**config.mk**
```make
export PLATFORM = sky130hd
export DESIGN_NAME = chroni_palette
export DESIGN_NICKNAME = d
export VERILOG_FILES = /design/src/hdl/chroni_pkg.sv /design/src/hdl/chroni_palette.sv
export SDC_FILE = /design/constraint.sdc
export NUM_CORES = 2
export LEC_CHECK = 0
export ABC_AREA = 1
export BUFFER_PORTS_ARGS = -buffer_cell sky130_fd_sc_hd__buf_2
export CORE_MARGIN = 5
export CORE_UTILIZATION = 32
export CTS_CLUSTER_SIZE = 16
export DETAILED_ROUTE_END_ITERATION = 7
export HOLD_SLACK_MARGIN = 0.15
export PLACE_DENSITY = 0.5
export SYNTH_ARGS = -nofsm -noshare
export SYNTH_HDL_FRONTEND = slang
export SYNTH_SLANG_ARGS = --single-unit
```
**constraint.sdc**
```tcl
create_clock -name sys_clk -period 3.45 [get_ports sys_clk]
set_clock_uncertainty 0.2 [all_clocks]
set_input_delay 0.1725 -clock sys_clk [delete_from_list [all_inputs] [get_ports sys_clk]]
set_output_delay 0.1725 -clock sys_clk [all_outputs]
set_load 0.01 [all_outputs]
```
**src/hdl/chroni_pkg.sv**
```systemverilog
package chroni_pkg;

   typedef logic [16:0] vram_addr_t;
   typedef logic [7:0]  byte_t;
   typedef logic [5:0]  col_t;
   typedef logic [2:0]  scan_t;
   typedef logic [7:0]  pal_index_t;
   typedef logic [15:0] color_t;
   typedef logic [8:0]  pix_x_t;

   localparam logic [8:0] reg_base  = 9'h120;   // cpu 0x9000..0x907f
   localparam col_t       text_cols = 6'd40;
   localparam int         font_rows = 8;

   localparam logic [6:0] reg_dl_lo     = 7'h00;
   localparam logic [6:0] reg_dl_hi     = 7'h01;
   localparam logic [6:0] reg_charset   = 7'h02;
   localparam logic [6:0] reg_pal_index = 7'h04;
   localparam logic [6:0] reg_pal_data  = 7'h05;
   localparam logic [6:0] reg_vram_lo   = 7'h06;
   localparam logic [6:0] reg_vram_mid  = 7'h07;
   localparam logic [6:0] reg_vram_hi   = 7'h08;
   localparam logic [6:0] reg_vram_data = 7'h09;

   // display list opcodes live in bits 3:0
   localparam logic [3:0] dl_blank   = 4'd0;
   localparam logic [3:0] dl_end     = 4'd1;
   localparam logic [3:0] dl_text    = 4'd2;
   localparam int         dl_lms_bit = 6;

   typedef enum logic [2:0] {
      dl_idle, dl_read, dl_read_wait, dl_lms_read, dl_exec, dl_wait
   } dl_state_t;

   typedef enum logic [2:0] {
      fd_idle, fd_text_read, fd_attr_read, fd_font_fetch, fd_font_wait, fd_font_write
   } fetch_state_t;

   typedef struct packed {vram_addr_t dl_addr; byte_t charset;} cfg_t;
   typedef struct packed {logic en; vram_addr_t addr; byte_t data;} vram_wr_t;
   typedef struct packed {logic en; pal_index_t index; color_t color;} pal_wr_t;
   typedef struct packed {logic valid; pix_x_t x; pal_index_t index;} pix_index_t;
   typedef struct packed {logic valid; pix_x_t x; color_t color;} pix_color_t;

endpackage
```
**src/hdl/chroni_palette.sv**
```systemverilog
`timescale 1ns/1ps

module chroni_palette (
   input  logic                   sys_clk,
   input  logic                   rst_n,
   input  chroni_pkg::pal_wr_t    pal_wr,
   input  chroni_pkg::pix_index_t pix_in,
   output chroni_pkg::pix_color_t pix
);

   chroni_pkg::color_t mem [2**$bits(chroni_pkg::pal_index_t)];
   chroni_pkg::color_t color_q;
   chroni_pkg::pix_x_t x_q;
   logic               valid_q;

   always_ff @(posedge sys_clk) begin
      if (pal_wr.en) begin
         mem[pal_wr.index] <= pal_wr.color;
      end
      color_q <= mem[pix_in.index];
   end

   // valid and position follow the ram read by one cycle
   always_ff @(posedge sys_clk or negedge rst_n) begin
      if (!rst_n) begin
         valid_q <= 1'b0;
         x_q     <= '0;
      end else begin
         valid_q <= pix_in.valid;
         x_q     <= pix_in.x;
      end
   end

   assign pix = '{valid: valid_q, x: x_q, color: color_q};

endmodule

```
Word-level counts from Yosys, hierarchy flattened
Memory sizes are Yosys's and may differ from the RTL's. A register that Yosys moved wholly into a read port is not among the register bits.
Cells that the tools add are included.
Word-level totals
  memories kept: 1
  logic and storage cells: 5
  RAM bits: 4096
  bits in registers: 10
  output and inout port bits: 26
  input bits: 45
Operators by class
  muxes and demuxes: 2
Memory list
  mem: depth 256, width 16, read ports 1, clocked after memory_dff 1, write ports 1, RTL line chroni_palette.sv:11  | chroni_pkg::color_t mem [2**$bits(chroni_pkg::pal_index_t)];
Operators with widths (number)
  $mux 1: 2

Logic depth before layout (Yosys ltp)
  depth in word-level cells: 2
  mapped depth: 15
  gate-level depth less buffers: 11

Least setup slack after synthesis
OpenSTA, ideal clock, no wires.
  path type: input to register
  start: input port pal_wr[24] (netlist bit)
  end: memory mem[162][0] (netlist bit), enable pin
  arrival time: 1625 ps
  path buffers: 2
  data required time: 2862 ps
  stages: 4
  setup slack: 1237 ps
  library setup time: 388 ps
  cell sequence: clkbuf_1 -> nand3_1 -> clkbuf_1 -> nor2_1
Between the ends
  cells in the longest elaborated chain, start to end: 2
RTL lines
  start, declared: RTL line chroni_palette.sv:6  | input chroni_pkg::pal_wr_t pal_wr,
  $mux 1: RTL line chroni_palette.sv:17  | if (pal_wr.en) begin
  $mux 1 (implied by the code): RTL line chroni_palette.sv:18  | mem[pal_wr.index] <= pal_wr.color;
  end, declared: RTL line chroni_palette.sv:11
No other way between the ends.

Worst setup path after layout
  start: input port pal_wr[21] (netlist bit)
  end: memory mem[170][12] (netlist bit), enable pin
No word-level cell before the write port.

==> flow_summary.toml <==
[route]
routed_wirelength_um = 547000
wl_per_cell_um = 25.6
firstDrtPassIters = 8
antenna_left = 0
via_count = 110000
drt-initial-drc-count = 12600
avgViaCountPerCell = 5.14
drc_errors = 0

[hold_path]
min_path_type = "in2reg"

[grt]
grt_pass1_wl_um = 777000
grt_overflow_total = 0
grt_antenna_before_repair = 33
grt_pass1_vias = 102000
grtUsageTotal = 0.199
grt_max_degree = 112

[final_layout]
final_common_cell = "nand2_1"
final_util = 0.374
syn_to_final_growth_pct = 16.6
drive_gt1_frac = 0.105
most-common-layout-cells = "nand2_1, edfxtp_1, nand3_1, buf_4, clkbuf_16"
layout.nets = 14100

[setup_path]
worst-setup-path-type = "in2reg"
cp-start-kind = "input pin"
end_kind = "flip-flop"
required_ns = 3.86
crit_path_max_fanout = 16
cp.arrival_ns = 3.93

[cts]
cts_tree = "yes"
insertion_delay_ns = 1.07
cts_max_path_buffers = 4
cts_made_buffers = 434
path_clk_slew_ns = 0.06
cts_root_buf = "clkbuf_16"
cts.htree.levels = 5
cts_sinks = 4122

[synthesis]
synth_nets = 13700
syn-instance-count = 13600
synth_area_um2 = 166000
yosysUniqueCellTypes = 16
yosys_warnings = 0
yosysSeqAreaShare = 0.745
synth-seq-cells = 4122
syn_area_per_cell_um2 = 12.2

[power_and_ir_drop]
power.leakage_nw = 67.3
vdd_drop_max_uv = 457
powerDensity_nw_per_um2 = 560

[floorplanning]
die_w_um = 730
rows = 264
die_height_um = 730
design.core.area_um2 = 517000
die_area_um2 = 533000
ioPinCount = 71
start_util = 0.321

[placement]
preCtsSetupSlack_ns = -0.232
portBuffers = 70
gp_congestion = 0.843
dp_hpwl_um = 318000

[timing]
max_freq_ghz = 0.284
tns_ns = -2.51
relSlewSlack = 0.209
finalHoldViolCount = 0
fin_ws_ns = -0.0732
fin_crit_sh = 1.02
fin_crit_ns = 3.52
drv_slew = 0
setup_violations = 105
rsz0062_at_grt = "false"
worst_pin_slew_ns = 1.18

[flow_run]
drv_cap = 0

[run_status]
status = "finished with violations"
violations = "setup timing"
[Yosys cell counts]
cell,instances,area (um^2)
buf_6,53,597
buf_2,495,2480
buf_12,1,20.0
buf_1,70,263
inv_4,2,12.5
clkbuf_1,154,578
buf_8,1,15.0
edfxtp_1,4096,123000
nand3_1,4035,20200
dfxtp_1,16,320
inv_1,35,131
dfrtp_1,10,250
nor2_1,283,1060
nand2_1,4211,15800
inv_2,2,7.51
buf_4,164,1230
[cells by family (layout without fill, tap and decap cells)]
family / Yosys count / count (layout) / synth area share
flops: 4122 / 4122 / 0.745
buf+inv: 977 / 1801 / 0.0321
simple gates: 8529 / 8529 / 0.223
other cells: 0 / 15 / 0
[metal layers]
| layer | GRT usage | routed length, um |
|---|---|---|
| met5 | 0 | 13 |
| met4 | 0.0525 | 15300 |
| met3 | 0.0294 | 39600 |
| met2 | 0.307 | 247000 |
| met1 | 0.292 | 245000 |
[path summary, 6_finish.rpt]
check / from / endpoint / slack (ns) / cells past startpoint
min reg2reg: mem[22][13]$_DFFE_PP_ / color_q[13]$_DFF_P_ / 0.78 / 10
max in group asynchronous: rst_n / x_q[0]$_DFF_PN0_ / 2.15 / 4
min in group asynchronous: rst_n / valid_q$_DFF_PN0_ / 0.59 / 4
min: pix_in[1] / color_q[15]$_DFF_P_ / 0.26 / 11
max reg2reg: mem[166][4]$_DFFE_PP_ / color_q[4]$_DFF_P_ / 0.27 / 12
max: pal_wr[21] / mem[170][12]$_DFFE_PP_ / -0.07 / 10
[power breakdown]
part / leakage [nW] / total [mW] / switching (mW) / internal [mW]
combinational: 23.5 / 7.34 / 5.42 / 1.91
clock: 6.74 / 45.8 / 20.1 / 25.7
sequential: 37.1 / 55.3 / 0.134 / 55.2
total: 67.3 / 108 / 25.7 / 82.8
[metrics by stage]
step                      power (mW)  instances  area [um^2]  hold WS (ns)
after global routing             112      21400       194000         0.252
after CTS                        109      21400       193000         0.168
after global placement          63.5      20400       178000        -0.166
after detailed placement        63.5      20400       178000        -0.160
after floorplan                 59.7      13600       166000        -0.323
final                            108      21400       194000         0.258
[what timing repair did]
action,CTS,global route
endpoints found under the hold margin,6666,0
resized for setup,0,3
buffers inserted,0,0
hold buffers,121,0
endpoints found under the setup margin,0,1
[final cells by class]
| cell class | count | area [um^2] |
|---|---|---|
| Fill cell | 49700 | 323000 |
| Sequential cell | 4122 | 124000 |
| Multi-Input combinational cell | 8529 | 37200 |
| Clock buffer | 548 | 11500 |
| Timing Repair Buffer | 962 | 10100 |
| Tap cell | 6916 | 8650 |
| Clock inverter | 252 | 2270 |
| Inverter | 39 | 208 |
| Antenna cell | 15 | 37.5 |
[critical path: stages]
cell and delay, ns:
dlygate4sd3_1 0.67, buf_2 0.19, inv_1 0.04, nor2_1 0.52
dlygate4sd3_1 0.72, nand3_1 0.11, buf_4 0.20, dlygate4sd3_1 0.77
nor2_2 0.17, buf_4 0.32
[flip-flops by register name, indices dropped and copies added (netlist names)]
name and count:
valid_q 1, color_q 16, x_q 9, mem 4096
Note: power is estimated with default switching activity, not from simulation.
