$ cat src/hdl/chroni_pkg.sv
package chroni_pkg;

   typedef logic [16:0] vram_addr_t;
   typedef logic [7:0]  byte_t;
   typedef logic [5:0]  col_t;
   typedef logic [2:0]  scan_t;
   typedef logic [7:0]  pal_index_t;
   typedef logic [15:0] color_t;
   typedef logic [8:0]  pix_x_t;

   localparam logic [8:0] reg_base  = 9'h120;   // cpu 0x9000..0x907f
   localparam col_t       text_cols = 6'd40;
   localparam int         font_rows = 8;

   localparam logic [6:0] reg_dl_lo     = 7'h00;
   localparam logic [6:0] reg_dl_hi     = 7'h01;
   localparam logic [6:0] reg_charset   = 7'h02;
   localparam logic [6:0] reg_pal_index = 7'h04;
   localparam logic [6:0] reg_pal_data  = 7'h05;
   localparam logic [6:0] reg_vram_lo   = 7'h06;
   localparam logic [6:0] reg_vram_mid  = 7'h07;
   localparam logic [6:0] reg_vram_hi   = 7'h08;
   localparam logic [6:0] reg_vram_data = 7'h09;

   // display list opcodes live in bits 3:0
   localparam logic [3:0] dl_blank   = 4'd0;
   localparam logic [3:0] dl_end     = 4'd1;
   localparam logic [3:0] dl_text    = 4'd2;
   localparam int         dl_lms_bit = 6;

   typedef enum logic [2:0] {
      dl_idle, dl_read, dl_read_wait, dl_lms_read, dl_exec, dl_wait
   } dl_state_t;

   typedef enum logic [2:0] {
      fd_idle, fd_text_read, fd_attr_read, fd_font_fetch, fd_font_wait, fd_font_write
   } fetch_state_t;

   typedef struct packed {vram_addr_t dl_addr; byte_t charset;} cfg_t;
   typedef struct packed {logic en; vram_addr_t addr; byte_t data;} vram_wr_t;
   typedef struct packed {logic en; pal_index_t index; color_t color;} pal_wr_t;
   typedef struct packed {logic valid; pix_x_t x; pal_index_t index;} pix_index_t;
   typedef struct packed {logic valid; pix_x_t x; color_t color;} pix_color_t;

endpackage
$ cat src/hdl/chroni_glyph_shifter.sv
`timescale 1ns/1ps

module chroni_glyph_shifter (
   input  logic                   sys_clk,
   input  logic                   rst_n,
   input  logic                   load,
   input  chroni_pkg::byte_t      glyph,
   input  chroni_pkg::byte_t      attr,
   input  chroni_pkg::pix_x_t     base_x,
   output logic                   busy,
   output chroni_pkg::pix_index_t pix
);

   chroni_pkg::byte_t  bits;
   chroni_pkg::byte_t  attr_q;
   chroni_pkg::pix_x_t x;
   logic [2:0]         count;

   always_ff @(posedge sys_clk or negedge rst_n) begin
      if (!rst_n) begin
         busy  <= 1'b0;
         count <= '0;
      end else if (load) begin
         busy  <= 1'b1;
         count <= '0;
      end else if (busy) begin
         count <= count + 1'b1;
         if (&count) begin
            busy <= 1'b0;
         end
      end
   end

   always_ff @(posedge sys_clk) begin
      if (load) begin
         bits   <= glyph;
         attr_q <= attr;
         x      <= base_x;
      end else if (busy) begin
         bits <= {bits[6:0], 1'b0};   // msb goes out first
         x    <= x + 1'b1;
      end
   end

   // set bit takes the low nibble
   assign pix = '{valid: busy, x: x, index: {4'h0, bits[7] ? attr_q[3:0] : attr_q[7:4]}};

endmodule

$ cat config.mk
export PLATFORM = sky130hd
export DESIGN_NAME = chroni_glyph_shifter
export DESIGN_NICKNAME = d
export VERILOG_FILES = /design/src/hdl/chroni_pkg.sv /design/src/hdl/chroni_glyph_shifter.sv
export SDC_FILE = /design/constraint.sdc
export NUM_CORES = 1
export LEC_CHECK = 0
export ABC_AREA = 1
export BUFFER_PORTS_ARGS = -buffer_cell sky130_fd_sc_hd__buf_2
export CAP_MARGIN = 10
export CORE_ASPECT_RATIO = 0.9
export CORE_UTILIZATION = 40
export CTS_CLUSTER_DIAMETER = 80
export DETAILED_ROUTE_END_ITERATION = 12
export GPL_ROUTABILITY_DRIVEN = 0
export PLACE_DENSITY = 0.73
export SYNTH_ARGS = -nofsm -noshare
export SYNTH_HDL_FRONTEND = slang
export SYNTH_SLANG_ARGS = --single-unit
$ cat constraint.sdc
create_clock -name sys_clk -period 1.8 [get_ports sys_clk]
set_clock_uncertainty 0.15 [all_clocks]
set_input_delay 0.09 -clock sys_clk [delete_from_list [all_inputs] [get_ports sys_clk]]
set_output_delay 0.09 -clock sys_clk [all_outputs]
set_load 0.03 [all_outputs]
# After elaboration in Yosys (flattened, before gate mapping)
# Index checks and enable logic that the tools add are counted.
# W data, S select, Z words.
[totals] latchBits=0 ram_bits=0 n_memories=0 rom_bits=0 register_bits=29
[op_classes] shift=0 n_addsub=2 reduce_logical=2 div=0 order_cmp=0 n_eq_ne=0 n_mux=10 bitwise=0 multipliers=0
[op_table] cell="$mux W9" count=2
[op_table] cell="$mux W8" count=2
[op_table] cell="$add A9 B1 Y9 const B" count=1
[op_table] cell="$mux W3" count=2
[op_table] cell="$mux W4" count=1
[op_table] cell="$add A3 B1 Y3 const B" count=1
[op_table] cell="$mux W1" count=3
[op_table] cell="$reduce_and A3 Y1" count=1
[op_table] cell="$reduce_bool A2 Y1" count=1

# Logic depth before layout (Yosys ltp)
[depth] word_depth=4 ltp_mapped=7 depth_no_buf=7

# Least setup slack after synthesis
# OpenSTA, ideal clock, no wires.
[synth_path] kind="register -> register" startpoint="register busy" endpoint="register bits[0] (enable)" synth_period_minus_slack_ns=1.623 required_ns=1.276 n_path_buf=0 path_slack_ns=0.177 arrival_time_ns=1.099 stages_incl_launch_ff=3 path_cell_list="dfrtp_1 inv_1 nand2_1"
[synth_via] elab_chain_len=1
[synth_rtl] element="start: declaration" line_no="chroni_glyph_shifter.sv:10" source="output logic busy,"
[synth_rtl] element="start signal: assignment" line_no="chroni_glyph_shifter.sv:21" source="busy <= 1'b0;"
[synth_rtl] element="start signal: assignment" line_no="chroni_glyph_shifter.sv:24" source="busy <= 1'b1;"
[synth_rtl] element="start signal: assignment" line_no="chroni_glyph_shifter.sv:29" source="busy <= 1'b0;"
[synth_rtl] element="$reduce_bool A2 Y1 (no source line)"
[synth_rtl] element="end signal: assignment" line_no="chroni_glyph_shifter.sv:36" source="bits <= glyph;"
[synth_rtl] element="end signal: assignment" line_no="chroni_glyph_shifter.sv:40" source="bits <= {bits[6:0], 1'b0};"
[synth_rtl] element="end: declaration" line_no="chroni_glyph_shifter.sv:14" source="chroni_pkg::byte_t bits;"
# Every way passes these cells.
# A chain may end at the register's enable or synchronous reset.

# Worst setup path after layout
[layout_path] startpoint="register x[0]" endpoint="register x[8], data pin"
[layout_via] elab_chain_len=3
[layout_rtl] element="start: declaration" line_no="chroni_glyph_shifter.sv:16" source="chroni_pkg::pix_x_t x;"
[layout_rtl] element="start signal: assignment" line_no="chroni_glyph_shifter.sv:38" source="x <= base_x;"
[layout_rtl] element="start signal: assignment" line_no="chroni_glyph_shifter.sv:41" source="x <= x + 1'b1;"
[layout_rtl] element="$add A9 B1 Y9" line_no="chroni_glyph_shifter.sv:41"
[layout_rtl] element="$mux W9" line_no="chroni_glyph_shifter.sv:39" source="end else if (busy) begin"
[layout_rtl] element="$mux W9" line_no="chroni_glyph_shifter.sv:35" source="if (load) begin"
# Every way passes these cells. The select of a mux whose other input is x is not followed.

==> metrics.log <==
INFO  metric critPathKind = reg2reg
INFO  metric timing.setup.tns = 0 ns
INFO  metric finalCriticalPeriod = 1.486 ns
INFO  metric syn-mean-instance-area = 10.06 um^2
INFO  metric final_common_cell = sky130_fd_sc_hd__nand2_1
INFO  metric synth_seq_cells = 29
INFO  metric timing.critical_path.fanout_max = 5
INFO  metric ys_warn_count = 0
INFO  metric io-pin-count = 47
INFO  metric leakagePower = approximately 0.93 nW
INFO  metric hp-start = load
INFO  metric cp.buffers_inverters = 0
INFO  metric pre_cts_slack = ~0.32 ns
INFO  metric initial_core_util = 43.61%
INFO  metric avgRoutedWirePerCell = 11.32 um
INFO  metric grt_first_pass_wirelength = 4733 um
INFO  metric cts_max_level = 2
INFO  metric peakVddDrop = around 0.00055 V
INFO  metric crit_arrival = 1.37 ns
INFO  metric post_route_cells_drive_above_1_share = 27.70%
INFO  metric regToRegSetupSlack = 0.31 ns
INFO  metric area.sequential = between 800 and 900 um^2
INFO  metric floorplan.die.width = between 60 and 70 um
INFO  metric r2r_start = x[0]
INFO  metric synth.cell_area = 1379 um^2
INFO  metric fmaxAchievable = 673.1 MHz
INFO  metric crit_required = 1.68 ns
INFO  metric most_frequent_cells_in_the_layout = sky130_fd_sc_hd__nand2_1, sky130_fd_sc_hd__buf_2, sky130_fd_sc_hd__dlygate4sd3_1
INFO  metric critical_path.endpoint_type = flip-flop
INFO  metric num_antenna_cells = 0
INFO  metric timing.final.max_slew_violations = 0
INFO  metric number_of_buffers_added_on_ports = 42
INFO  metric critical_path_startpoint_category = flip-flop
INFO  metric drt_pass1_iterations = 4
INFO  metric hold_viol_final = 0
INFO  metric clock-sinks = 29
INFO  metric grt_setup_unrepaired = false
INFO  metric startpoint = x[0]
INFO  metric hold_path.class = in2reg
INFO  metric postSynthCellCount = 137
INFO  metric setup_violations = 0
INFO  metric dr.first_iter.drc_count = 39
INFO  metric grt_start_max_net_pins = 28
INFO  metric nFillCells = about 280
INFO  metric layout-area-overhead-vs-synth = 43.65%
INFO  metric dieArea = 3686 um^2
INFO  metric worstRegToRegCells = 6
INFO  metric vias = 1149
INFO  metric crit_path_cell_chain = ha_1, nand2_1, nor2_1, nand3_1, nand3_1, nand2_1
INFO  metric fin_nets = ~240
INFO  metric core_area = ~3200 um^2
INFO  metric drc = 0
INFO  metric outcome = completed
INFO  metric synthDistinctLibCells = 16
INFO  metric multiInputGateArea = 457.9 um^2
INFO  metric vias_per_cell = 4.506
INFO  metric maxCapViolations = 0
INFO  metric critical-path-max-stage-delay = approximately 0.4 ns
INFO  metric worstHoldPathCells = 3
INFO  metric synth-seq-area-share = between 60 and 70%
INFO  metric post-layout-total-power = approximately 0.0017 W
INFO  metric tritoncts = yes
INFO  metric clk_pin_slew = about 0.060 ns
INFO  metric hold_path_end = count[0]
INFO  metric placementRows = 19
INFO  metric power_density_over_cell_area = ~830 nW/um^2
INFO  metric critical-path-slowest-cell = sky130_fd_sc_hd__edfxtp_1
INFO  metric grt_util_all_layers = about 17%
INFO  metric route.final.wire_length = 2886 um
INFO  metric cts_inserted_buffers = 5
INFO  metric worst_skew_pair_later_pin_latency = 0.27 ns
INFO  metric clockBufferDepth = 2
INFO  metric first_global_vias = 1057
INFO  metric gr-total-overflow = 0
INFO  metric worstReg2RegEnd = x[8]
INFO  metric ant_nets = 0
INFO  metric grt_antenna_before_repair = 0
INFO  metric clk_root_buffer_cell = sky130_fd_sc_hd__clkbuf_8
INFO  metric post-route-period-util = between 80% and 90%
INFO  metric chipHeight = approximately 58 um
INFO  metric layout_setup_ws = 0.3144 ns
INFO  metric path_delay_family = simple AND/OR/NAND/NOR gates
INFO  metric dp_hpwl = 1898 um
what timing repair did:
item	4_1_cts	5_1_grt
resized for setup	0	0
hold endpoints to repair	29	0
buffers inserted	0	0
hold buffers	27	0
cell families after synthesis:
family / after synthesis / synth area share [%]
other cells: 1 / 0.2720
simple gates: 76 / 21.96
compound gates: 7 / 2.903
flops: 29 / 61.71
xor+xnor: 2 / 1.271
mux: 4 / 3.267
fa+ha+maj: 3 / 2.723
buf+inv: 15 / 5.898
tightest hold or removal path, stage by stage:
cell and delay [ns]:
sky130_fd_sc_hd__buf_2 0.09, sky130_fd_sc_hd__buf_4 0.28, sky130_fd_sc_hd__nor2_1 0.08
per-stage QoR:
| stage | hold slack [ns] | utilization (%) | cell area [um^2] | instances |
|---|---|---|---|---|
| after floorplan | -0.3556 | - | 1390 | 140 |
| after global placement | -0.2554 | 51.48 | 1628 | 220 |
| after detailed placement | -0.2512 | 51.48 | 1628 | 220 |
| after CTS | 0.1645 | 62.64 | 1981 | 255 |
| after global routing | 0.1752 | 62.64 | 1981 | 255 |
| final | 0.1546 | 62.64 | 1981 | 255 |
metal layers:
metal,track usage (%),wire length (um)
met1,20.56,1288
met2,28.72,1360
met4,9.091,83
met5,0,0
met3,4.724,153
Yosys cell counts (all sizes together):
master,instances,area share [%]
buf,8,4.0
clkinv,1,0.27
conb,1,0.27
dfrtp,4,7.3
edfxtp,25,54
ha,3,2.7
inv,6,1.6
mux2,4,3.3
nand2,55,15
nand3,10,3.6
nor2,11,3.4
o21ai,5,1.8
o21bai,2,1.1
xnor2,2,1.3
registers in the layout, indices dropped and copies added, names as in the netlist:
register / cells
attr_q: 8
count: 3
bits: 8
x: 9
busy: 1
worst max-delay path by stage:
stage,to,depth (start not counted)
after global routing,x[8],6
final,x[8],6
after global placement,x[8],6
after CTS,x[8],6
after detailed placement,x[8],6
after floorplan,bits[0],2
power by group:
| part | leakage [nW] | internal [W] | switching, W | total, W |
|---|---|---|---|---|
| sequential | 0.314 | 0.000800 | 0.0000403 | 0.000840 |
| combinational | 0.576 | 0.000135 | 0.000178 | 0.000312 |
| clock | 0.0450 | 0.000267 | 0.000232 | 0.000499 |
| total | 0.935 | 0.00120 | 0.000450 | 0.00165 |
cell type report:
type	instances	share of cell area [%]
sequential	29	42.96
timing repair buffer	73	25.77
multi-input combinational	96	23.12
clock buffer	6	3.664
tap	42	2.653
inverter	7	1.327
clock inverter	2	0.5054
No activity file was read; power rests on OpenSTA's default activity.
