File: src/hdl/chroni_pkg.sv
package chroni_pkg;

   typedef logic [16:0] vram_addr_t;
   typedef logic [7:0]  byte_t;
   typedef logic [5:0]  col_t;
   typedef logic [2:0]  scan_t;
   typedef logic [7:0]  pal_index_t;
   typedef logic [15:0] color_t;
   typedef logic [8:0]  pix_x_t;

   localparam logic [8:0] reg_base  = 9'h120;   // cpu 0x9000..0x907f
   localparam col_t       text_cols = 6'd40;
   localparam int         font_rows = 8;

   localparam logic [6:0] reg_dl_lo     = 7'h00;
   localparam logic [6:0] reg_dl_hi     = 7'h01;
   localparam logic [6:0] reg_charset   = 7'h02;
   localparam logic [6:0] reg_pal_index = 7'h04;
   localparam logic [6:0] reg_pal_data  = 7'h05;
   localparam logic [6:0] reg_vram_lo   = 7'h06;
   localparam logic [6:0] reg_vram_mid  = 7'h07;
   localparam logic [6:0] reg_vram_hi   = 7'h08;
   localparam logic [6:0] reg_vram_data = 7'h09;

   // display list opcodes live in bits 3:0
   localparam logic [3:0] dl_blank   = 4'd0;
   localparam logic [3:0] dl_end     = 4'd1;
   localparam logic [3:0] dl_text    = 4'd2;
   localparam int         dl_lms_bit = 6;

   typedef enum logic [2:0] {
      dl_idle, dl_read, dl_read_wait, dl_lms_read, dl_exec, dl_wait
   } dl_state_t;

   typedef enum logic [2:0] {
      fd_idle, fd_text_read, fd_attr_read, fd_font_fetch, fd_font_wait, fd_font_write
   } fetch_state_t;

   typedef struct packed {vram_addr_t dl_addr; byte_t charset;} cfg_t;
   typedef struct packed {logic en; vram_addr_t addr; byte_t data;} vram_wr_t;
   typedef struct packed {logic en; pal_index_t index; color_t color;} pal_wr_t;
   typedef struct packed {logic valid; pix_x_t x; pal_index_t index;} pix_index_t;
   typedef struct packed {logic valid; pix_x_t x; color_t color;} pix_color_t;

endpackage
File: src/hdl/chroni_regs.sv
`timescale 1ns/1ps

module chroni_regs (
   input  logic                 sys_clk,
   input  logic                 rst_n,
   input  logic [15:0]          cpu_addr,
   input  chroni_pkg::byte_t    cpu_wr_data,
   input  logic                 cpu_wr_en,
   output chroni_pkg::cfg_t     cfg,
   output chroni_pkg::vram_wr_t vram_wr,
   output chroni_pkg::pal_wr_t  pal_wr
);

   logic                   reg_wr;
   logic                   pal_hi;        // next data byte is the high half
   chroni_pkg::byte_t      pal_lo_byte;
   chroni_pkg::pal_index_t pal_index;
   chroni_pkg::vram_addr_t port_addr;

   assign reg_wr = cpu_wr_en && cpu_addr[15:7] == chroni_pkg::reg_base;

   always_ff @(posedge sys_clk or negedge rst_n) begin
      if (!rst_n) begin
         cfg         <= '0;
         vram_wr     <= '0;
         pal_wr      <= '0;
         pal_hi      <= 1'b0;
         pal_lo_byte <= '0;
         pal_index   <= '0;
         port_addr   <= '0;
      end else begin
         vram_wr.en <= 1'b0;
         pal_wr.en  <= 1'b0;
         if (reg_wr) begin
            case (cpu_addr[6:0])
               chroni_pkg::reg_dl_lo:   cfg.dl_addr[8:0]  <= {cpu_wr_data, 1'b0};
               chroni_pkg::reg_dl_hi:   cfg.dl_addr[16:9] <= cpu_wr_data;
               chroni_pkg::reg_charset: cfg.charset       <= cpu_wr_data;
               chroni_pkg::reg_pal_index: begin
                  pal_index <= cpu_wr_data;
                  pal_hi    <= 1'b0;
               end
               chroni_pkg::reg_pal_data: begin
                  if (!pal_hi) begin
                     pal_lo_byte <= cpu_wr_data;
                  end else begin
                     pal_wr    <= '{en: 1'b1, index: pal_index, color: {cpu_wr_data, pal_lo_byte}};
                     pal_index <= pal_index + 1'b1;
                  end
                  pal_hi <= !pal_hi;
               end
               chroni_pkg::reg_vram_lo:  port_addr[7:0]  <= cpu_wr_data;
               chroni_pkg::reg_vram_mid: port_addr[15:8] <= cpu_wr_data;
               chroni_pkg::reg_vram_hi:  port_addr[16]   <= cpu_wr_data[0];
               chroni_pkg::reg_vram_data: begin
                  vram_wr   <= '{en: 1'b1, addr: port_addr, data: cpu_wr_data};
                  port_addr <= port_addr + 1'b1;
               end
               default: ;
            endcase
         end
      end
   end

   // the cpu never sends a palette byte in the cycle the finished entry is committed
   assert property (@(posedge sys_clk) disable iff (!rst_n)
      !(pal_wr.en && reg_wr && cpu_addr[6:0] == chroni_pkg::reg_pal_data));

endmodule

File: config.mk
export PLATFORM = sky130hd
export DESIGN_NAME = chroni_regs
export DESIGN_NICKNAME = d
export VERILOG_FILES = /design/src/hdl/chroni_pkg.sv /design/src/hdl/chroni_regs.sv
export SDC_FILE = /design/constraint.sdc
export NUM_CORES = 1
export LEC_CHECK = 0
export BUFFER_PORTS_ARGS = -buffer_cell sky130_fd_sc_hd__buf_2
export CAP_MARGIN = 20
export CORE_AREA = 3 3 111 139
export CTS_CLUSTER_SIZE = 16
export DETAILED_ROUTE_END_ITERATION = 16
export DIE_AREA = 0 0 114 142
export PLACE_DENSITY = 0.58
export SETUP_SLACK_MARGIN = 0.15
export SLEW_MARGIN = 20
export SYNTH_ARGS = -nofsm -noshare
export SYNTH_HDL_FRONTEND = slang
export SYNTH_SLANG_ARGS = --single-unit
File: constraint.sdc
create_clock -name sys_clk -period 1.55 [get_ports sys_clk]
set_input_delay 0.0775 -clock sys_clk [delete_from_list [all_inputs] [get_ports sys_clk]]
set_output_delay 0.0775 -clock sys_clk [all_outputs]
set_load 0.01 [all_outputs]
[Word level (Yosys, flattened, before mapping)]
Cells that the tools add are included.
Storage, ports and cells
  register bits after elaboration: 109
Operators by class
  $add $sub $neg: 2
  equal/unequal tests: 10
  muxes and demuxes: 11
  bitwise operators: 1
  reduce and logical (&&, ||, !) cells: 18
Operators with widths (number)
  25-bit 2-to-1 mux: 3
  26-bit 2-to-1 mux: 2
  8-bit one-hot mux with 2 select lines: 3
  7-bit by 3-bit == test with 1-bit output, second input constant: 4
  17-bit by 1-bit adder with 17-bit output, second input constant: 1
  2-bit AND reduction: 8
  7-bit by 4-bit == test with 1-bit output, second input constant: 2
  9-bit == test, second input constant: 1
  3-bit AND reduction: 3
  8-bit by 1-bit adder with 8-bit output, second input constant: 1
  8-bit 2-to-1 mux: 1
  2-bit nonzero test: 4
  7-bit by 1-bit == test with 1-bit output, second input constant: 1
  7-bit by 2-bit == test with 1-bit output, second input constant: 1
  7-bit logical NOT: 1
  1-bit one-hot mux with 2 select lines: 2
  2-bit != test, second input constant: 1
  1-bit logical AND: 1
  1-bit logical NOT: 1
  1-bit inverter: 1

[Logic depth before layout (Yosys ltp)]
  depth after elaboration: 3
  depth in mapped cells: 7
  depth with buffers taken out: 6

[Worst setup path before layout]
No wires, ideal clock.
  path kind: input to register
  start: in cpu_addr[5]
  end: reg vram_wr[5] (netlist name)
  arrival time: 1.492 ns
  path slack: -0.067 ns
  stages: 5
  path buffers: 1
  path through: nor3_2 > nand2_1 > nor3_4 > buf_6 > mux2_2
On the way
  longest elaborated chain between the ends: 2
RTL lines
  start, declared: RTL line chroni_regs.sv:6  | input logic [15:0] cpu_addr,
  7-bit by 4-bit == test with 1-bit output: RTL line chroni_regs.sv:35  | case (cpu_addr[6:0])
  2-bit AND reduction (no source line)
  end signal, assigned: RTL line chroni_regs.sv:56  | vram_wr <= '{en: 1'b1, addr: port_addr, data: cpu_wr_data};
  end, declared: RTL line chroni_regs.sv:10  | output chroni_pkg::vram_wr_t vram_wr,
Every way passes these cells.
A chain may end at the register's enable or synchronous reset.

[Worst setup path after layout]
  start: reg port_addr[1]
  end: reg port_addr[10]
On the way
  longest elaborated chain between the ends: 2
RTL lines
  start, declared: RTL line chroni_regs.sv:18  | chroni_pkg::vram_addr_t port_addr;
  start signal, assigned: RTL line chroni_regs.sv:52  | chroni_pkg::reg_vram_lo: port_addr[7:0] <= cpu_wr_data;
  start signal, assigned: RTL line chroni_regs.sv:57  | port_addr <= port_addr + 1'b1;
  17-bit by 1-bit adder with 17-bit output: RTL line chroni_regs.sv:57
  8-bit one-hot mux with 2 select lines: RTL line chroni_regs.sv:35
Every way passes these cells.

==> summary.md <==
| Metric | Value |
|---|---|
| Fmax | `688 MHz` |
| FF+latch count, synth | `109` |
| Final nets | `587` |
| Total GRT Usage | `15.6%` |
| Commonest non-fill, non-tap cells in the layout | `dfrtp_1 (106), buf_2 (96), buf_4 (49)` |
| Core area | `0.0143 mm2` |
| CP endpoint | `port_addr[10]` |
| Syn Nets | `429` |
| Crit path launch type | `flip-flop` |
| Vias/cell | `5.13` |
| Area after DPL | `0.00595 mm2` |
| TritonCTS buffer count | `9` |
| CTS Sinks | `109` |
| DRC viols | `0` |
| TritonRoute pass-1 iters | `4` |
| Reg-to-reg endpoint | `port_addr[10]` |
| CP arrival | `1.69 ns` |
| Synth cell types | `48` |
| Power density over the cells | `819 mW/mm2` |
| Hold Path Class | `input port to flip-flop` |
| Worst r2r path cells | `7` |
| Internal power consumption | `4400 uW` |
| Status | `finished, final reports clean` |
| Min Hold Slack | `0.0625 ns` |
| First-pass GRT wire length | `20000 um` |
| Share of power burned in registers | `50.5%` |
| CTS tree | `yes` |
| Number of routed nets with antenna violations | `0` |
| CP Launch Point | `port_addr[1]` |
| Number of flops mapped to enable cells by yosys | `0` |
| Critical path's slowest cell | `dfrtp_1` |
| Syn Inst Count | `400` |
| Starting Density | `34.3%` |
| H-Tree Depth | `3` |
| Switching Share | `21.9%` |
| Req. time, crit path | `1.79 ns` |
| DIE AREA | `0.0162 mm2` |
| CP peak stage delay | `0.41 ns` |
| Setup CP Type | `flip-flop to flip-flop` |
| DRT iter0 DRCs | `184` |
| Net Sw Power | `1230 uW` |
| Max FO, Critical Path | `4` |
| Worst path bufs/invs | `1` |
| Vias in the first global route | `3767` |
| Synthesis-to-finish area growth | `39.7%` |
| Total grt overflow | `0` |
| Largest net degree at the start of global routing | `52` |
| Crit end category | `flip-flop` |
| Post-Syn Area | `0.00492 mm2` |
| Peak VDD IR | `505 uV` |
| Layout cells sized above 1 | `55.3%` |
| Detailed Route WL | `13300 um` |
| Count of pins over their slew limit | `0` |
| I/O Buffers | `101` |
| Cell family with most CP delay | `simple AND/OR/NAND/NOR gates` |
| I/O Pins | `103` |
| Tmin final | `1.45 ns` |
| Stages on worst setup path | `7` |
| RSZ-0062 raised after global routing | `yes` |
| Final hold vios | `0` |
| Clock buffer depth | `2` |
| Combinational Power Share | `4.8%` |
| Tcrit/Tclk final | `93.8%` |
| Finish-stage setup viols | `0` |
| Initial antenna violation count | `0` |
| Most common cell after layout, fill and taps aside | `dfrtp_1` |
| Clock-pin slew on the worst setup and hold paths | `0.07 ns` |
| HPWL after DPL | `8660 um` |
| Sequential element share of the synthesized area | `55.4%` |
| Total number of vias | `3798` |
| Ant diodes | `0` |
| Flop2flop setup slack | `0.1 ns` |
| Wire per inst | `18.0 um` |
| Cell leakage power | `0.00351 uW` |
| Post-layout instance area | `0.00687 mm2` |
| Ys async rst share | `100%` |
| DIE HEIGHT | `142 um` |
| Max cap viols | `0` |
| Ys flop type | `dfrtp_1` |
| Skew-Pair Late Insertion Delay | `0.35 ns` |
| Critical Path, Cell by Cell | `ha_4, buf_4, nand3_2, nor2_2, nand3_1, o22ai_1, a21oi_1` |
| Synth warn | `0` |
| Clock power share | `44.7%` |
| FP Rows | `49` |
| Avg Inst Size Synth | `12.3 um2` |
| Clk_skew | `0.00890 ns` |
| Clk root buf | `clkbuf_16` |
| Die width | `114 um` |
| Routability cong. | `0.807` |
| Worst r2r src | `port_addr[1]` |
## final cells by class
type,count,area (um2)
multi-input combinational,270,2360
inverter,1,3.75
clock inverter,5,83.8
fill,1296,7470
sequential,109,2730
clock buffer,10,239
timing repair buffer,167,1230
tap,178,223
## sequential cells by signal, indices dropped and copies added, names as in the netlist
signal / cells
cfg: 24
pal_hi: 1
pal_index: 8
pal_lo_byte: 8
pal_wr: 25
port_addr: 17
vram_wr: 26
## metrics by stage
stage               utilization, %  total power [uW]  setup TNS, ns  std cells  worst slack, ns
floorplan                        -              2970              0        400          0.00497
global placement              41.5              3150          -9.27        697           -0.175
detailed placement            41.5              3150         -11.71        697           -0.184
CTS                           44.5              5650              0        721           0.0894
global route                  47.9              5820       -0.00842        740         -0.00842
finish                        47.9              5630              0        740           0.0958
## power groups by stage
stage	logic (uW)	clock network [uW]	registers, uW
floorplan	68.9	0	2900
global placement	249	0	2900
detailed placement	255	0	2900
CTS	258	2550	2840
global route	297	2680	2840
finish	269	2520	2840
## worst register-to-register path, cell delays in order (launching register included)
cell     delay [ns]
dfrtp_1        0.41
ha_4           0.16
buf_4          0.10
nand3_2        0.13
nor2_2         0.17
nand3_1        0.14
o22ai_1        0.15
a21oi_1        0.09
## cell usage after synthesis (2+ instances only)
| library cell | n | share of area, % |
|---|---|---|
| buf_2 | 8 | 0.81 |
| o22ai_1 | 10 | 1.3 |
| a31oi_1 | 4 | 0.51 |
| nor3_4 | 2 | 0.66 |
| nand2b_1 | 4 | 0.51 |
| and4_1 | 2 | 0.36 |
| nand4_1 | 5 | 0.64 |
| mux2_2 | 82 | 19 |
| buf_6 | 5 | 1.1 |
| nor2b_1 | 2 | 0.25 |
| and3_1 | 8 | 1.0 |
| nor3_2 | 3 | 0.61 |
| a21o_1 | 2 | 0.31 |
| ha_1 | 2 | 0.51 |
| a31o_2 | 6 | 1.1 |
| dfrtp_1 | 109 | 55 |
| o21ai_0 | 13 | 1.3 |
| nand3_1 | 13 | 1.3 |
| nor2_1 | 13 | 0.99 |
| nand2_1 | 32 | 2.4 |
| and2_1 | 6 | 0.76 |
| a21oi_1 | 39 | 4.0 |
| clkbuf_1 | 5 | 0.38 |
## cell families (layout without fill, tap and decap cells)
family | count (synthesis) | count (layout) | synth area share [%]
other cells | 1 | 1 | 0.0762
compound gates | 80 | 80 | 9.46
buf+inv | 21 | 183 | 2.64
simple gates | 104 | 104 | 12.9
fa+ha+maj | 2 | 2 | 0.509
flops | 109 | 109 | 55.4
mux | 83 | 83 | 19.0
## how the worst min path moves through the flow
stage | depth (start not counted) | from | slack [ns] | to
2_1_floorplan | 0 | rst_n | -0.22 | cfg[0]
5_1_grt | 3 | cpu_addr[9] | 0.07 | vram_wr[25]
3_3_place_gp | 1 | rst_n | 0.04 | pal_wr[24]
6_report | 3 | cpu_addr[9] | 0.06 | vram_wr[25]
4_1_cts | 3 | cpu_addr[3] | 0.08 | port_addr[16]
3_5_place_dp | 1 | rst_n | 0.05 | pal_wr[24]
## repair_timing
item / CTS / global route
gates resized for setup: 9 / 66
cloned: 0 / 6
hold buffers: 1 / 0
pin swaps: 4 / 20
hold endpoints to repair: 28 / 0
endpoints found under the setup margin: 10 / 83
setup buffers: 8 / 13
## per-layer routing
metal	vias to the layer above	track usage [%]	wire (um)
li1	1779	-	-
met1	1899	21.1	5860
met2	105	25.4	6600
met3	15	3.36	644
met4	0	4.50	225
met5	-	0	0
Note: power is estimated with default switching activity, not from simulation.
