<file path="config.mk">
export PLATFORM = sky130hd
export DESIGN_NAME = chroni_row_buffer
export DESIGN_NICKNAME = d
export VERILOG_FILES = /design/src/hdl/chroni_pkg.sv /design/src/hdl/chroni_row_buffer.sv
export SDC_FILE = /design/constraint.sdc
export NUM_CORES = 1
export LEC_CHECK = 0
export ABC_AREA = 0
export BUFFER_PORTS_ARGS = -buffer_cell sky130_fd_sc_hd__buf_4
export CAP_MARGIN = 20
export CORE_MARGIN = 2
export CORE_UTILIZATION = 30
export CTS_BUF_LIST = sky130_fd_sc_hd__clkbuf_8
export CTS_CLUSTER_DIAMETER = 200
export DETAILED_ROUTE_END_ITERATION = 8
export HOLD_SLACK_MARGIN = 0.05
export PLACE_DENSITY = 0.48
export SYNTH_ARGS = -nofsm -noshare
export SYNTH_HDL_FRONTEND = slang
export SYNTH_SLANG_ARGS = --single-unit
export TNS_END_PERCENT = 10
</file>
<file path="constraint.sdc">
create_clock -name sys_clk -period 2.1 [get_ports sys_clk]
set_input_delay 0 -clock sys_clk [delete_from_list [all_inputs] [get_ports sys_clk]]
set_output_delay 0 -clock sys_clk [all_outputs]
set_load 0.02 [all_outputs]
</file>
<file path="src/hdl/chroni_pkg.sv">
package chroni_pkg;

   typedef logic [16:0] vram_addr_t;
   typedef logic [7:0]  byte_t;
   typedef logic [5:0]  col_t;
   typedef logic [2:0]  scan_t;
   typedef logic [7:0]  pal_index_t;
   typedef logic [15:0] color_t;
   typedef logic [8:0]  pix_x_t;

   localparam logic [8:0] reg_base  = 9'h120;   // cpu 0x9000..0x907f
   localparam col_t       text_cols = 6'd40;
   localparam int         font_rows = 8;

   localparam logic [6:0] reg_dl_lo     = 7'h00;
   localparam logic [6:0] reg_dl_hi     = 7'h01;
   localparam logic [6:0] reg_charset   = 7'h02;
   localparam logic [6:0] reg_pal_index = 7'h04;
   localparam logic [6:0] reg_pal_data  = 7'h05;
   localparam logic [6:0] reg_vram_lo   = 7'h06;
   localparam logic [6:0] reg_vram_mid  = 7'h07;
   localparam logic [6:0] reg_vram_hi   = 7'h08;
   localparam logic [6:0] reg_vram_data = 7'h09;

   // display list opcodes live in bits 3:0
   localparam logic [3:0] dl_blank   = 4'd0;
   localparam logic [3:0] dl_end     = 4'd1;
   localparam logic [3:0] dl_text    = 4'd2;
   localparam int         dl_lms_bit = 6;

   typedef enum logic [2:0] {
      dl_idle, dl_read, dl_read_wait, dl_lms_read, dl_exec, dl_wait
   } dl_state_t;

   typedef enum logic [2:0] {
      fd_idle, fd_text_read, fd_attr_read, fd_font_fetch, fd_font_wait, fd_font_write
   } fetch_state_t;

   typedef struct packed {vram_addr_t dl_addr; byte_t charset;} cfg_t;
   typedef struct packed {logic en; vram_addr_t addr; byte_t data;} vram_wr_t;
   typedef struct packed {logic en; pal_index_t index; color_t color;} pal_wr_t;
   typedef struct packed {logic valid; pix_x_t x; pal_index_t index;} pix_index_t;
   typedef struct packed {logic valid; pix_x_t x; color_t color;} pix_color_t;

endpackage
</file>
<file path="src/hdl/chroni_row_buffer.sv">
`timescale 1ns/1ps

module chroni_row_buffer (
   input  logic              sys_clk,
   input  logic              text_we,
   input  logic              attr_we,
   input  chroni_pkg::col_t  wr_col,
   input  chroni_pkg::byte_t wr_data,
   input  chroni_pkg::col_t  rd_col,
   output chroni_pkg::byte_t text_q,
   output chroni_pkg::byte_t attr_q
);

   chroni_pkg::byte_t text_mem [chroni_pkg::text_cols];
   chroni_pkg::byte_t attr_mem [chroni_pkg::text_cols];

   // both share the write column, only one strobe is active at a time
   always_ff @(posedge sys_clk) begin
      if (text_we) begin
         text_mem[wr_col] <= wr_data;
      end
      if (attr_we) begin
         attr_mem[wr_col] <= wr_data;
      end
      text_q <= text_mem[rd_col];
      attr_q <= attr_mem[rd_col];
   end

endmodule

</file>
Word level (Yosys, flattened, before mapping)

Memories as Yosys holds them, arrays and structs flattened. A register that Yosys moved wholly into a read port is not among the register bits.
Cells that the tools add are included.

Bits in registers: 0
Word-level logic and storage cells: 6
Input bits: 23
Bits in writable memories: 640
Memories kept: 2
Output and inout bits: 16

Memory list:

| memory   | depth | width | read ports | clocked after Yosys merged registers in | wr ports | line                    | source |
|---|---|---|---|---|---|---|---|
| attr_mem | 40    | 8     | 1          | 1                                       | 1        | chroni_row_buffer.sv:15 | `chroni_pkg::byte_t attr_mem [chroni_pkg::text_cols];` |
| text_mem | 40    | 8     | 1          | 1                                       | 1        | chroni_row_buffer.sv:14 | `chroni_pkg::byte_t text_mem [chroni_pkg::text_cols];` |

Multiplexer cells: 4

Operators with widths:

| cell              | number |
|---|---|
| 1-bit two-way mux | 4 |

Logic depth before layout (Yosys ltp)

Gate-level depths: netlist of run 1.

Depth after elaboration: 2
Depth in mapped cells: 8
Depth with buffers taken out: 5

Worst setup path before layout of run 1

OpenSTA, ideal clock, no wires.

Path kind: input -> register
From: input wr_col[1]
To: memory attr_mem[26][0] in the netlist's numbering, enable pin
Setup time: 0.370 ns
Data required time: 1.730 ns
Stages: 4
Path buffers: 2
Arrival: 1.226 ns
Slack: 0.504 ns
Cell sequence: clkbuf_1 or3b_2 clkbuf_1 nor2_1

RTL lines:

| what               | line                    | source |
|---|---|---|
| start: declaration | chroni_row_buffer.sv:7  | `input chroni_pkg::col_t wr_col,` |
| end: declaration   | chroni_row_buffer.sv:15 |  |

Straight into the memory's write port.

==> metrics.txt, run 1 <==
outcome completed; Crit path max-delay family compound AO/OA/AOI/OAI gates; Finished Core Util between 30 and 40%; CTS tree yes; crit path max-delay cell type a221oi_1; library cells used by synthesis 30; Pint just over 20 mW; Switching Share between 20% and 30%; Crit path buffers/inverters 0; Max Cap Viol 0; # rows 107; unrepaired setup endpoints after global routing false; final setup fails 0; htree depth 3; leading cell type in the layout, fill and taps excluded edfxtp_1; post-synthesis cell area around 26000 um^2; initial antenna violation count 4; CP peak stage delay ~0.45 ns; largest net degree at the start of global routing 57; critical path cell sequence mux2i_1, a22o_1, a221oi_1, o22ai_1, o41ai_2; Max-slew headroom between 50% and 60%; commonest cells after routing, fill and taps aside edfxtp_1 (640), mux2i_1 (256), buf_4 (159); Via density about 4.7; startpoint types flop; Syn Inst Count approximately 1400; Hold Worst Slack a little under 0.09 ns; CP Data Arrival Time approximately 2.4 ns; Worst-path clk slew ~0.060 ns; Final Critical Period 1.81 ns; clock sinks around 660; worst-path maximum fanout 1; WP data required ~2.7 ns; synth warn 0; Slew @ Worst Pin between 0.6 and 0.7 ns; NetSw between 6 and 7 mW; Residual DRC 0; Hold Crit Class in2reg; Post-Route WL around 67000 um; Critical Path End Type flop; Synth Area per Inst around 19 um^2; Root Driver clkbuf_8; Setup TNS 0 ns; fin. max-slew vios 0; Post-DP HPWL roughly 42000 um; #FFs+latches synth ~660; RD Place Congestion between 0.7 and 0.8; Period Utilization, post-route 86.0%; PwrDens 873 nW/um^2; leakage power roughly 11 nW; WL per Instance between 20 and 25 um; remaining antenna violation count 0; Starting Density roughly 30%; vias in the first global route ~14000; CORE AREA between 80000 and 90000 um^2; number of fill cells in the layout ~8000; Total Nets Final about 1600; WS Path Type reg2reg; Seq pwr share roughly 55%; clock power share between 30% and 40%; Synthesized Nets between 1000 and 1500; layout cells sized above 1 a little under a quarter; Hold Fails Final Rpt 0; area grow syn2layout 18.6%; later-pin clock latency in the skew report slightly above 0.7 ns; I/O Pins 39; maximum clock rate about 550 MHz; Initial DRT Pass Iterations 5; die footprint about 88000 um^2; Die X a little under 300 um; Die H 297 um; Tot GR Track Use around 15%; via count 13400; Port Buffers 38; register area share after synthesis 75.8%; Max IR drop VDD between 400 and 500 uV; first-pass GRT wire length ~98000 um; Max Root-Sink Buffers 3; post-route clock skew between 0.03 and 0.04 ns; combinational fraction of design power under 10%; GRT overflow 0; total CTS buffers ~110; post-cts resize count 0; DR iter-0 viols slightly above 900
sequential cells by signal (all words and copies together) (netlist names):
| register | flops |
|---|---|
| text_mem | 320 |
| text_q | 8 |
| attr_mem | 320 |
| attr_q | 8 |
power groups by stage:
stage / clock network [mW] / registers, mW / logic (mW)
finish: 10.4 / 14.6 / 1.71
global route: 11.3 / 14.6 / 1.82
CTS: 10.8 / 14.6 / 1.74
detailed placement: 0 / 14.8 / 1.71
global placement: 0 / 14.8 / 1.70
floorplan: 0 / 14.8 / 0.842
repair_timing:
item,4_1_cts,5_1_grt
setup buffers,0,0
hold buffers,20,0
hold endpoints to repair,708,0
routing by layer:
metal | GRT usage (%) | up-vias | part of all wire, %
li1 | - | 6004 | -
met1 | 20.3 | 7026 | 45
met2 | 25.0 | 297 | 49
met3 | 2.42 | 96 | 3.8
met4 | 4.76 | 0 | 2.3
met5 | 0 | - | 0
cell families (layout without fill, tap and decap cells):
logic type / count (synthesis) / count (layout) / share of synthesized area, %
AO/OA/AOI/OAI: 192 / 192 / 6.50
flip-flops: 656 / 656 / 75.8
buffers and inverters: 82 / 403 / 2.15
other: 0 / 2 / 0
AND/OR/NAND/NOR: 127 / 127 / 2.09
multiplexers: 304 / 304 / 13.4
worst register-to-register path, stage by stage, from the launching register on:
cell      delay [ns]
edfxtp_1        0.32
mux2i_1         0.12
a22o_1          0.23
a221oi_1        0.45
o22ai_1         0.22
o41ai_2         0.36
per-stage QoR:
| stage | instances | worst slack [ns] | power (mW) | area [um^2] |
|---|---|---|---|---|
| finish | 2828 | 0.295 | 26.7 | 30600 |
| global route | 2828 | 0.223 | 27.7 | 30600 |
| CTS | 2826 | 0.331 | 27.1 | 30600 |
| detailed placement | 2606 | 0.0761 | 16.5 | 28300 |
| global placement | 2606 | 0.0995 | 16.5 | 28300 |
| floorplan | 1361 | 0.504 | 15.7 | 25800 |
path summary, 6_finish.rpt:
| check | start | to | slack, ns | cells past startpoint |
|---|---|---|---|---|
| setup reg to reg | attr_mem[11][0] | attr_q[0] | 0.29 | 5 |
| hold / removal | rd_col[2] | text_q[1] | 0.09 | 5 |
| hold reg to reg | text_mem[37][1] | text_q[1] | 0.82 | 4 |
| setup / recovery | attr_mem[11][0] | attr_q[0] | 0.29 | 5 |
final cells by class:
| class | count | area (um^2) | share of cell area (%) |
|---|---|---|---|
| flip-flops and latches | 656 | 19500 | 63.9 |
| multi-input cells | 623 | 5700 | 18.6 |
| well taps | 1144 | 1430 | 4.68 |
| diodes | 2 | 5.00 | 0.0164 |
| clock buffers | 119 | 1640 | 5.36 |
| repair buffers | 203 | 1870 | 6.12 |
| clock inverters | 81 | 384 | 1.26 |
Yosys cell counts:
| cell type | instances | area, um^2 |
|---|---|---|
| edfxtp_1 | 640 | 19200 |
| mux2i_1 | 256 | 2560 |
| nor2_1 | 81 | 304 |
| a22oi_1 | 64 | 480 |
| a21oi_1 | 32 | 160 |
| a22o_1 | 32 | 280 |
| mux4_2 | 32 | 721 |
| clkbuf_1 | 26 | 97.6 |
| nand2_1 | 23 | 86.3 |
| buf_6 | 21 | 236 |
| a221oi_2 | 18 | 270 |
| buf_4 | 16 | 120 |
| dfxtp_1 | 16 | 320 |
| mux2_2 | 16 | 180 |
| o22ai_1 | 16 | 100 |
| o41ai_2 | 16 | 260 |
| a221oi_1 | 14 | 123 |
| buf_2 | 11 | 55.1 |
| buf_1 | 6 | 22.5 |
| nor2b_1 | 6 | 37.5 |
| nand3_1 | 5 | 25.0 |
| nand3b_1 | 3 | 22.5 |
| or3b_2 | 3 | 26.3 |
| nand2b_1 | 2 | 12.5 |
| and2_1 | 1 | 6.26 |
| buf_8 | 1 | 15.0 |
| clkbuf_4 | 1 | 7.51 |
| nor2_2 | 1 | 6.26 |
| or2_2 | 1 | 6.26 |
| or3_1 | 1 | 6.26 |
Note: power is estimated with default switching activity, not from simulation.
==> run 2: changes to the inputs <==
--- a/config.mk
+++ b/config.mk
@@ -10,11 +10,11 @@
 export CAP_MARGIN = 20
 export CORE_MARGIN = 2
 export CORE_UTILIZATION = 30
-export CTS_BUF_LIST = sky130_fd_sc_hd__clkbuf_8
 export CTS_CLUSTER_DIAMETER = 200
 export DETAILED_ROUTE_END_ITERATION = 8
 export HOLD_SLACK_MARGIN = 0.05
 export PLACE_DENSITY = 0.48
+export SETUP_SLACK_MARGIN = 0.4
 export SYNTH_ARGS = -nofsm -noshare
 export SYNTH_HDL_FRONTEND = slang
 export SYNTH_SLANG_ARGS = --single-unit
==> run 2 against run 1 <==
Compared with the run above: maximum frequency increased by 6.7%; design area barely moved; wire length down 1.2%; sequential cell count stayed put; cell count fell by 3.0%; critical path depth stayed put; sequential power hardly changed; power is 4.3% higher; clock power rose by 12%; combinational power hardly changed; worst hold slack gained 0.044 ns; critical endpoint is now text_q[4]; highest routed layer unchanged.
==> metrics.txt, run 2 (same netlist as run 1, synthesis figures left out) <==
# rows 107 (unchanged); Hold Worst Slack 0.134 ns (+0.0444 ns); post-route clock skew 0.0235 ns (-0.00719 ns); I/O Pins 39 (unchanged); CP peak stage delay 0.37 ns (-0.08 ns); WS Path Type reg2reg; Tot GR Track Use 14.9% (-0.17 points); Post-DP HPWL 42000 um (unchanged); Total Nets Final 1568 (-3.0%); worst-path maximum fanout 1 (unchanged); largest registers attr_mem (320), text_mem (320); later-pin clock latency in the skew report 0.61 ns (-0.10 ns); Critical Path End Type flop; startpoint types flop; fin. max-slew vios 0 (unchanged); Residual DRC 0 (unchanged); reg-to-reg setup timing slack 0.41 ns (+0.11 ns); CORE AREA 85100 um^2 (unchanged); Hold Fails Final Rpt 0 (unchanged); Post-Route WL 66300 um (-1.2%); WP data required 2.60 ns (-0.11 ns); cells on worst reg2reg path 5 (unchanged); Die X 297 um (unchanged); first-pass GRT wire length 95900 um (-1.6%); via count 13000 (-3.2%); WL per Instance 24.2 um (+1.8%); Critical Path Start text_mem[8][4]; design area 30600 um^2 (about the same); Setup TNS 0 ns (unchanged); Placed Area 28300 um^2 (unchanged); remaining antenna violation count 0 (unchanged); crit path max-delay cell type o41ai_2; CTS tree yes; Final Critical Period 1.69 ns (-0.114 ns); critical path cell sequence mux2i_1, a22o_1, a221oi_2, o22ai_1, o41ai_2; Via density 4.74 (-0.17%); Setup WS pre-CTS 0.0761 ns (unchanged); number of fill cells in the layout 8002 (-0.51%); Slew @ Worst Pin 0.675 ns (+0.00926 ns); leakage power 10.4 nW (-1.9%); clock sinks 656 (unchanged); Starting Density 30.3% (unchanged); Initial DRT Pass Iterations 5 (unchanged); reg-to-reg critical path endpoint text_q[4]; final setup fails 0 (unchanged); CP Depth 5 (unchanged); Critical R2R Launch text_mem[8][4]; maximum clock rate 591 MHz (+6.7%); vias in the first global route 13400 (-4.2%); Max Root-Sink Buffers 3 (unchanged); area grow syn2layout 18.7% (about the same); unrepaired setup endpoints after global routing true; Critical Path Sink text_q[4]; Worst-path clk slew 0.06 ns (about the same); initial antenna violation count 2 (-2); Crit path buffers/inverters 0 (unchanged); leading cell type in the layout, fill and taps excluded edfxtp_1; Root Driver clkbuf_16; Crit path max-delay family compound AO/OA/AOI/OAI gates; commonest cells after routing, fill and taps aside edfxtp_1 (640), mux2i_1 (256), buf_4 (159); RD Place Congestion 0.786 (unchanged); outcome completed; CP Data Arrival Time 2.19 ns (-0.22 ns); PwrDens 910 nW/um^2 (+4.2%); Max IR drop VDD 610 uV (+24%); layout cells sized above 1 22.7% (-1.2 points); total CTS buffers 72 (-34%); total power 27.8 mW (+4.3%); post-route setup slack 0.409 ns (+0.114 ns); Hold Crit Class in2reg; die footprint 88300 um^2 (unchanged); DR iter-0 viols 968 (+3.9%); largest net degree at the start of global routing 57 (unchanged); Period Utilization, post-route 80.5% (-5.4 points); htree depth 3 (unchanged); Port Buffers 38 (unchanged); Max Cap Viol 0 (unchanged); GRT overflow 0 (unchanged); Max-slew headroom 55.0% (-0.62 points); Die H 297 um (unchanged)
[run 2: cell count changes in the layout (fill, tap and decap cells not counted), moves of 3 or more]
cell and delta:
clkbuf_8 -118, clkbuf_16 +76, inv_1 -52, clkbuf_1 +27, dlygate4sd3_1 -11, clkinv_1 -5
a221oi_1 -3, a221oi_2 +3, clkinvlp_4 -3
[run 2: worst register-to-register path, cell delays in order (launching register included)]
cell and delay (ns):
edfxtp_1 0.32, mux2i_1 0.06, a22o_1 0.25, a221oi_2 0.32, o22ai_1 0.26, o41ai_2 0.37
[run 2: layer usage]
metal  GRT usage (%)  vias to the layer above  wire length (um)
li1                -                     5899                 -
met1            20.1                     6723             29500
met2            24.6                      282             32300
met3            2.72                       94              2780
met4            4.40                        0              1690
met5               0                        -                 0
[run 2: power by group]
group          switching, mW  internal (mW)
Sequential            0.0625           14.5
Clock                   4.93           6.66
Combinational           1.07          0.625
[run 2: worst min path at each step]
stage          startpoint              to  slack, ns  cells past startpoint
3_3_place_gp    attr_q[3]       attr_q[3]       0.46                      1
5_1_grt         rd_col[3]       attr_q[5]       0.13                      5
2_1_floorplan  wr_data[0]  attr_mem[0][0]        0.1                      0
4_1_cts         rd_col[3]       attr_q[1]        0.1                      5
3_5_place_dp    attr_q[3]       attr_q[3]       0.45                      1
6_report        rd_col[4]       text_q[3]       0.13                      5
[run 2: cell type report]
class | count | area (um^2) | area share (%)
clock buffers | 104 | 2020 | 6.59
repair buffers | 192 | 1760 | 5.75
multi-input cells | 623 | 5720 | 18.7
flip-flops and latches | 656 | 19500 | 63.9
diodes | 1 | 2.50 | 0.00818
well taps | 1144 | 1430 | 4.68
clock inverters | 23 | 120 | 0.393
[run 2: per-stage QoR]
step                      instances  utilization, %
final                          2743            35.9
after global routing           2743            35.9
after CTS                      2742            35.9
after detailed placement       2606            33.3
after global placement         2606            33.3
after floorplan                1361               -
[run 2: timing repair]
| item | 4_1_cts | 5_1_grt |
|---|---|---|
| hold endpoints to repair | 291 | 0 |
| resized for setup | 1 | 2 |
| hold buffers | 9 | 0 |
| buffers inserted | 0 | 0 |
| endpoints found under the setup margin | 2 | 7 |
==> run 3: changes to the inputs <==
--- a/config.mk
+++ b/config.mk
@@ -13,7 +13,7 @@
 export CTS_CLUSTER_DIAMETER = 200
 export DETAILED_ROUTE_END_ITERATION = 8
 export HOLD_SLACK_MARGIN = 0.05
-export PLACE_DENSITY = 0.48
+export PLACE_DENSITY = 0.5
 export SETUP_SLACK_MARGIN = 0.4
 export SYNTH_ARGS = -nofsm -noshare
 export SYNTH_HDL_FRONTEND = slang
==> constraint.sdc (replaced) <==
create_clock -name sys_clk -period 1.5 [get_ports sys_clk]
set_input_delay 0 -clock sys_clk [delete_from_list [all_inputs] [get_ports sys_clk]]
set_output_delay 0 -clock sys_clk [all_outputs]
set_load 0.02 [all_outputs]
==> run 3 against run 2 <==
Compared with the run above: the run now ends with setup timing left; clock skew decreased by 0.0035 ns; core utilization up 1.9 points; clock-buffer cell count is 16 lower; non-clock buffer count up 45; combinational power is 62% higher; via count is 2.7% higher; worst setup slack worse by 0.52 ns; sequential power grew 41%; sequential cell count unchanged; design area up 5.3%; critical endpoint is now text_q[5].
==> metrics.txt, run 3 (same netlist as run 1, synthesis figures left out) <==
Critical Path Start text_mem[25][5]; Switching Share 21.7% (-0.055 points); Worst-path clk slew 0.06 ns (about the same); Port Buffers 38 (unchanged); unrepaired setup endpoints after global routing true; Root Driver clkbuf_16; Tot GR Track Use 14.9% (+0.035 points); outcome complete, but fails checks; cells on worst reg2reg path 6 (+1); Critical Path Sink text_q[5]; failing checks setup timing; design area 32200 um^2 (+5.3%); Post-DP HPWL 43600 um (+3.9%); leading cell type in the layout, fill and taps excluded edfxtp_1; Die X 297 um (unchanged); total power 40.4 mW (+45%); layout cells sized above 1 31.6% (+8.9 points); number of fill cells in the layout 7861 (-1.8%); post-route clock skew 0.0200 ns (-0.00355 ns); reg-to-reg setup timing slack -0.11 ns (-0.52 ns); RD Place Congestion 0.802 (+2.0%); Max IR drop VDD 746 uV (+22%); largest net degree at the start of global routing 81 (+42%); Hold Fails Final Rpt 0 (unchanged); CORE AREA 85100 um^2 (unchanged); die footprint 88300 um^2 (unchanged); Post-CTS Hold Fix Bufs 10 (+1); area grow syn2layout 24.9%; commonest cells after routing, fill and taps aside edfxtp_1 (640), mux2i_1 (255), buf_4 (155); first-pass GRT wire length 96300 um (+0.42%); Starting Density 30.3% (unchanged); combinational fraction of design power 6.8% (+0.7 points); startpoint types flop; worst-path maximum fanout 1 (unchanged); DR iter-0 viols 991 (+2.4%); antenna cell count 0 (-1); Post-CTS Setup Bufs 0 (unchanged); via count 13300 (+2.7%); CTS tree yes; maximum clock rate 619 MHz (+4.7%); leakage power 11.0 nW (+5.4%); FF+latch area 19600 um^2 (+0.15%); Period Utilization, post-route 108% (+27 points); Residual DRC 0 (unchanged); clock sinks 656 (unchanged); Max Root-Sink Buffers 3 (unchanged); WL per Instance 23.8 um (-1.4%); I/O Pins 39 (unchanged); Max Cap Viol 0 (unchanged); Critical R2R Launch text_mem[25][5]; area occupied by multi-input gates 6280 um^2 (+9.8%); Die H 297 um (unchanged); Placed Area 29600 um^2 (+4.3%); Total Nets Final 1611 (+2.7%); reg-to-reg critical path endpoint text_q[5]; fin. max-slew vios 0 (unchanged); Slew @ Worst Pin 0.632 ns (-0.0429 ns); WP data required 1.97 ns (-0.63 ns); clock power share 42.7% (+1.1 points); post-route setup slack -0.115 ns (-0.524 ns); htree depth 3 (unchanged); Hold Crit Class in2reg; Post-Route WL 66400 um (+0.22%); final setup fails 4 (+4); CP Data Arrival Time 2.08 ns (-0.11 ns); initial antenna violation count 0 (-2); GRT overflow 0 (unchanged); total CTS buffers 70 (-2.8%); PwrDens 1260 nW/um^2 (+38%); WS Path Type reg2reg; Critical Path End Type flop; Via density 4.79 (+1.0%); largest registers attr_mem (320), text_mem (320); remaining antenna violation count 0 (unchanged); Seq pwr share 50.5% (-1.8 points); NetSw 8.79 mW (+45%); Pint 31.6 mW (+45%); Max-slew headroom 57.9% (+2.9 points); vias in the first global route 13800 (+2.6%); Final Critical Period 1.61 ns (-0.0762 ns); Initial DRT Pass Iterations 5 (unchanged); later-pin clock latency in the skew report 0.61 ns (about the same); # rows 107 (unchanged)
run 3: cell types whose count changed in the layout (fill, tap and decap cells not counted), moves of 14 or more:
cell      change
mux2_4       +14
buf_12       +40
clkbuf_1     -14
nor2_2       +20
nor2_4       +40
mux2_2       -14
nor2_1       -60
run 3: worst min path at each step:
| stage | startpoint | end | slack [ns] | cells past startpoint |
|---|---|---|---|---|
| 2_1_floorplan | wr_data[0] | attr_mem[0][0] | 0.1 | 0 |
| 3_3_place_gp | attr_q[1] | attr_q[1] | 0.42 | 1 |
| 3_5_place_dp | wr_data[4] | attr_mem[21][4] | 0.42 | 1 |
| 4_1_cts | wr_col[3] | text_mem[28][7] | 0.004 | 4 |
| 5_1_grt | wr_col[3] | text_mem[28][6] | 0.04 | 4 |
| 6_report | wr_col[3] | text_mem[28][1] | 0.05 | 4 |
run 3: cell type report:
| type | count | share of cell area, % |
|---|---|---|
| flip-flops and latches | 656 | 60.8 |
| multi-input cells | 623 | 19.5 |
| repair buffers | 237 | 8.17 |
| clock buffers | 88 | 5.88 |
| well taps | 1144 | 4.45 |
| clock inverters | 40 | 1.24 |
run 3: routing by layer:
layer / share of wire (%) / vias up / track usage (%)
li1: - / 6001 / -
met1: 46 / 6963 / 20.4
met2: 47 / 264 / 23.8
met3: 3.8 / 116 / 2.72
met4: 3.4 / 0 / 5.41
met5: 0 / - / 0
run 3: power groups by stage:
stage | sequential, mW | combinational [mW] | clock, mW
finish | 20.4 | 2.75 | 17.3
global route | 20.4 | 2.91 | 18.4
CTS | 20.4 | 2.78 | 17.6
detailed placement | 20.8 | 2.69 | 0
global placement | 20.8 | 2.66 | 0
floorplan | 20.8 | 1.27 | 0
run 3: per-stage QoR:
stage | hold WS [ns] | std cells | setup WS, ns | utilization, % | setup TNS, ns
2_1_floorplan | 0.0989 | 1361 | 0.106 | - | 0
3_3_place_gp | 0.419 | 2650 | -0.387 | 34.7 | -3.60
3_5_place_dp | 0.423 | 2650 | -0.390 | 34.7 | -3.93
4_1_cts | 0.00396 | 2788 | -0.103 | 37.7 | -0.196
5_1_grt | 0.0423 | 2788 | -0.176 | 37.8 | -0.511
6_report | 0.0482 | 2788 | -0.115 | 37.8 | -0.177
run 3: repair_timing:
action	in CTS	in global routing
resized for setup	51	9
setup endpoints to repair	30	30
hold endpoints to repair	630	9
pin swaps	5	6
run 3: worst max-delay path, stage by stage, from the launching register on:
cell and delay (ns):
edfxtp_1 0.32, mux2i_1 0.06, a22o_1 0.26, a221oi_2 0.25
o22ai_1 0.12, buf_4 0.17, o41ai_4 0.30
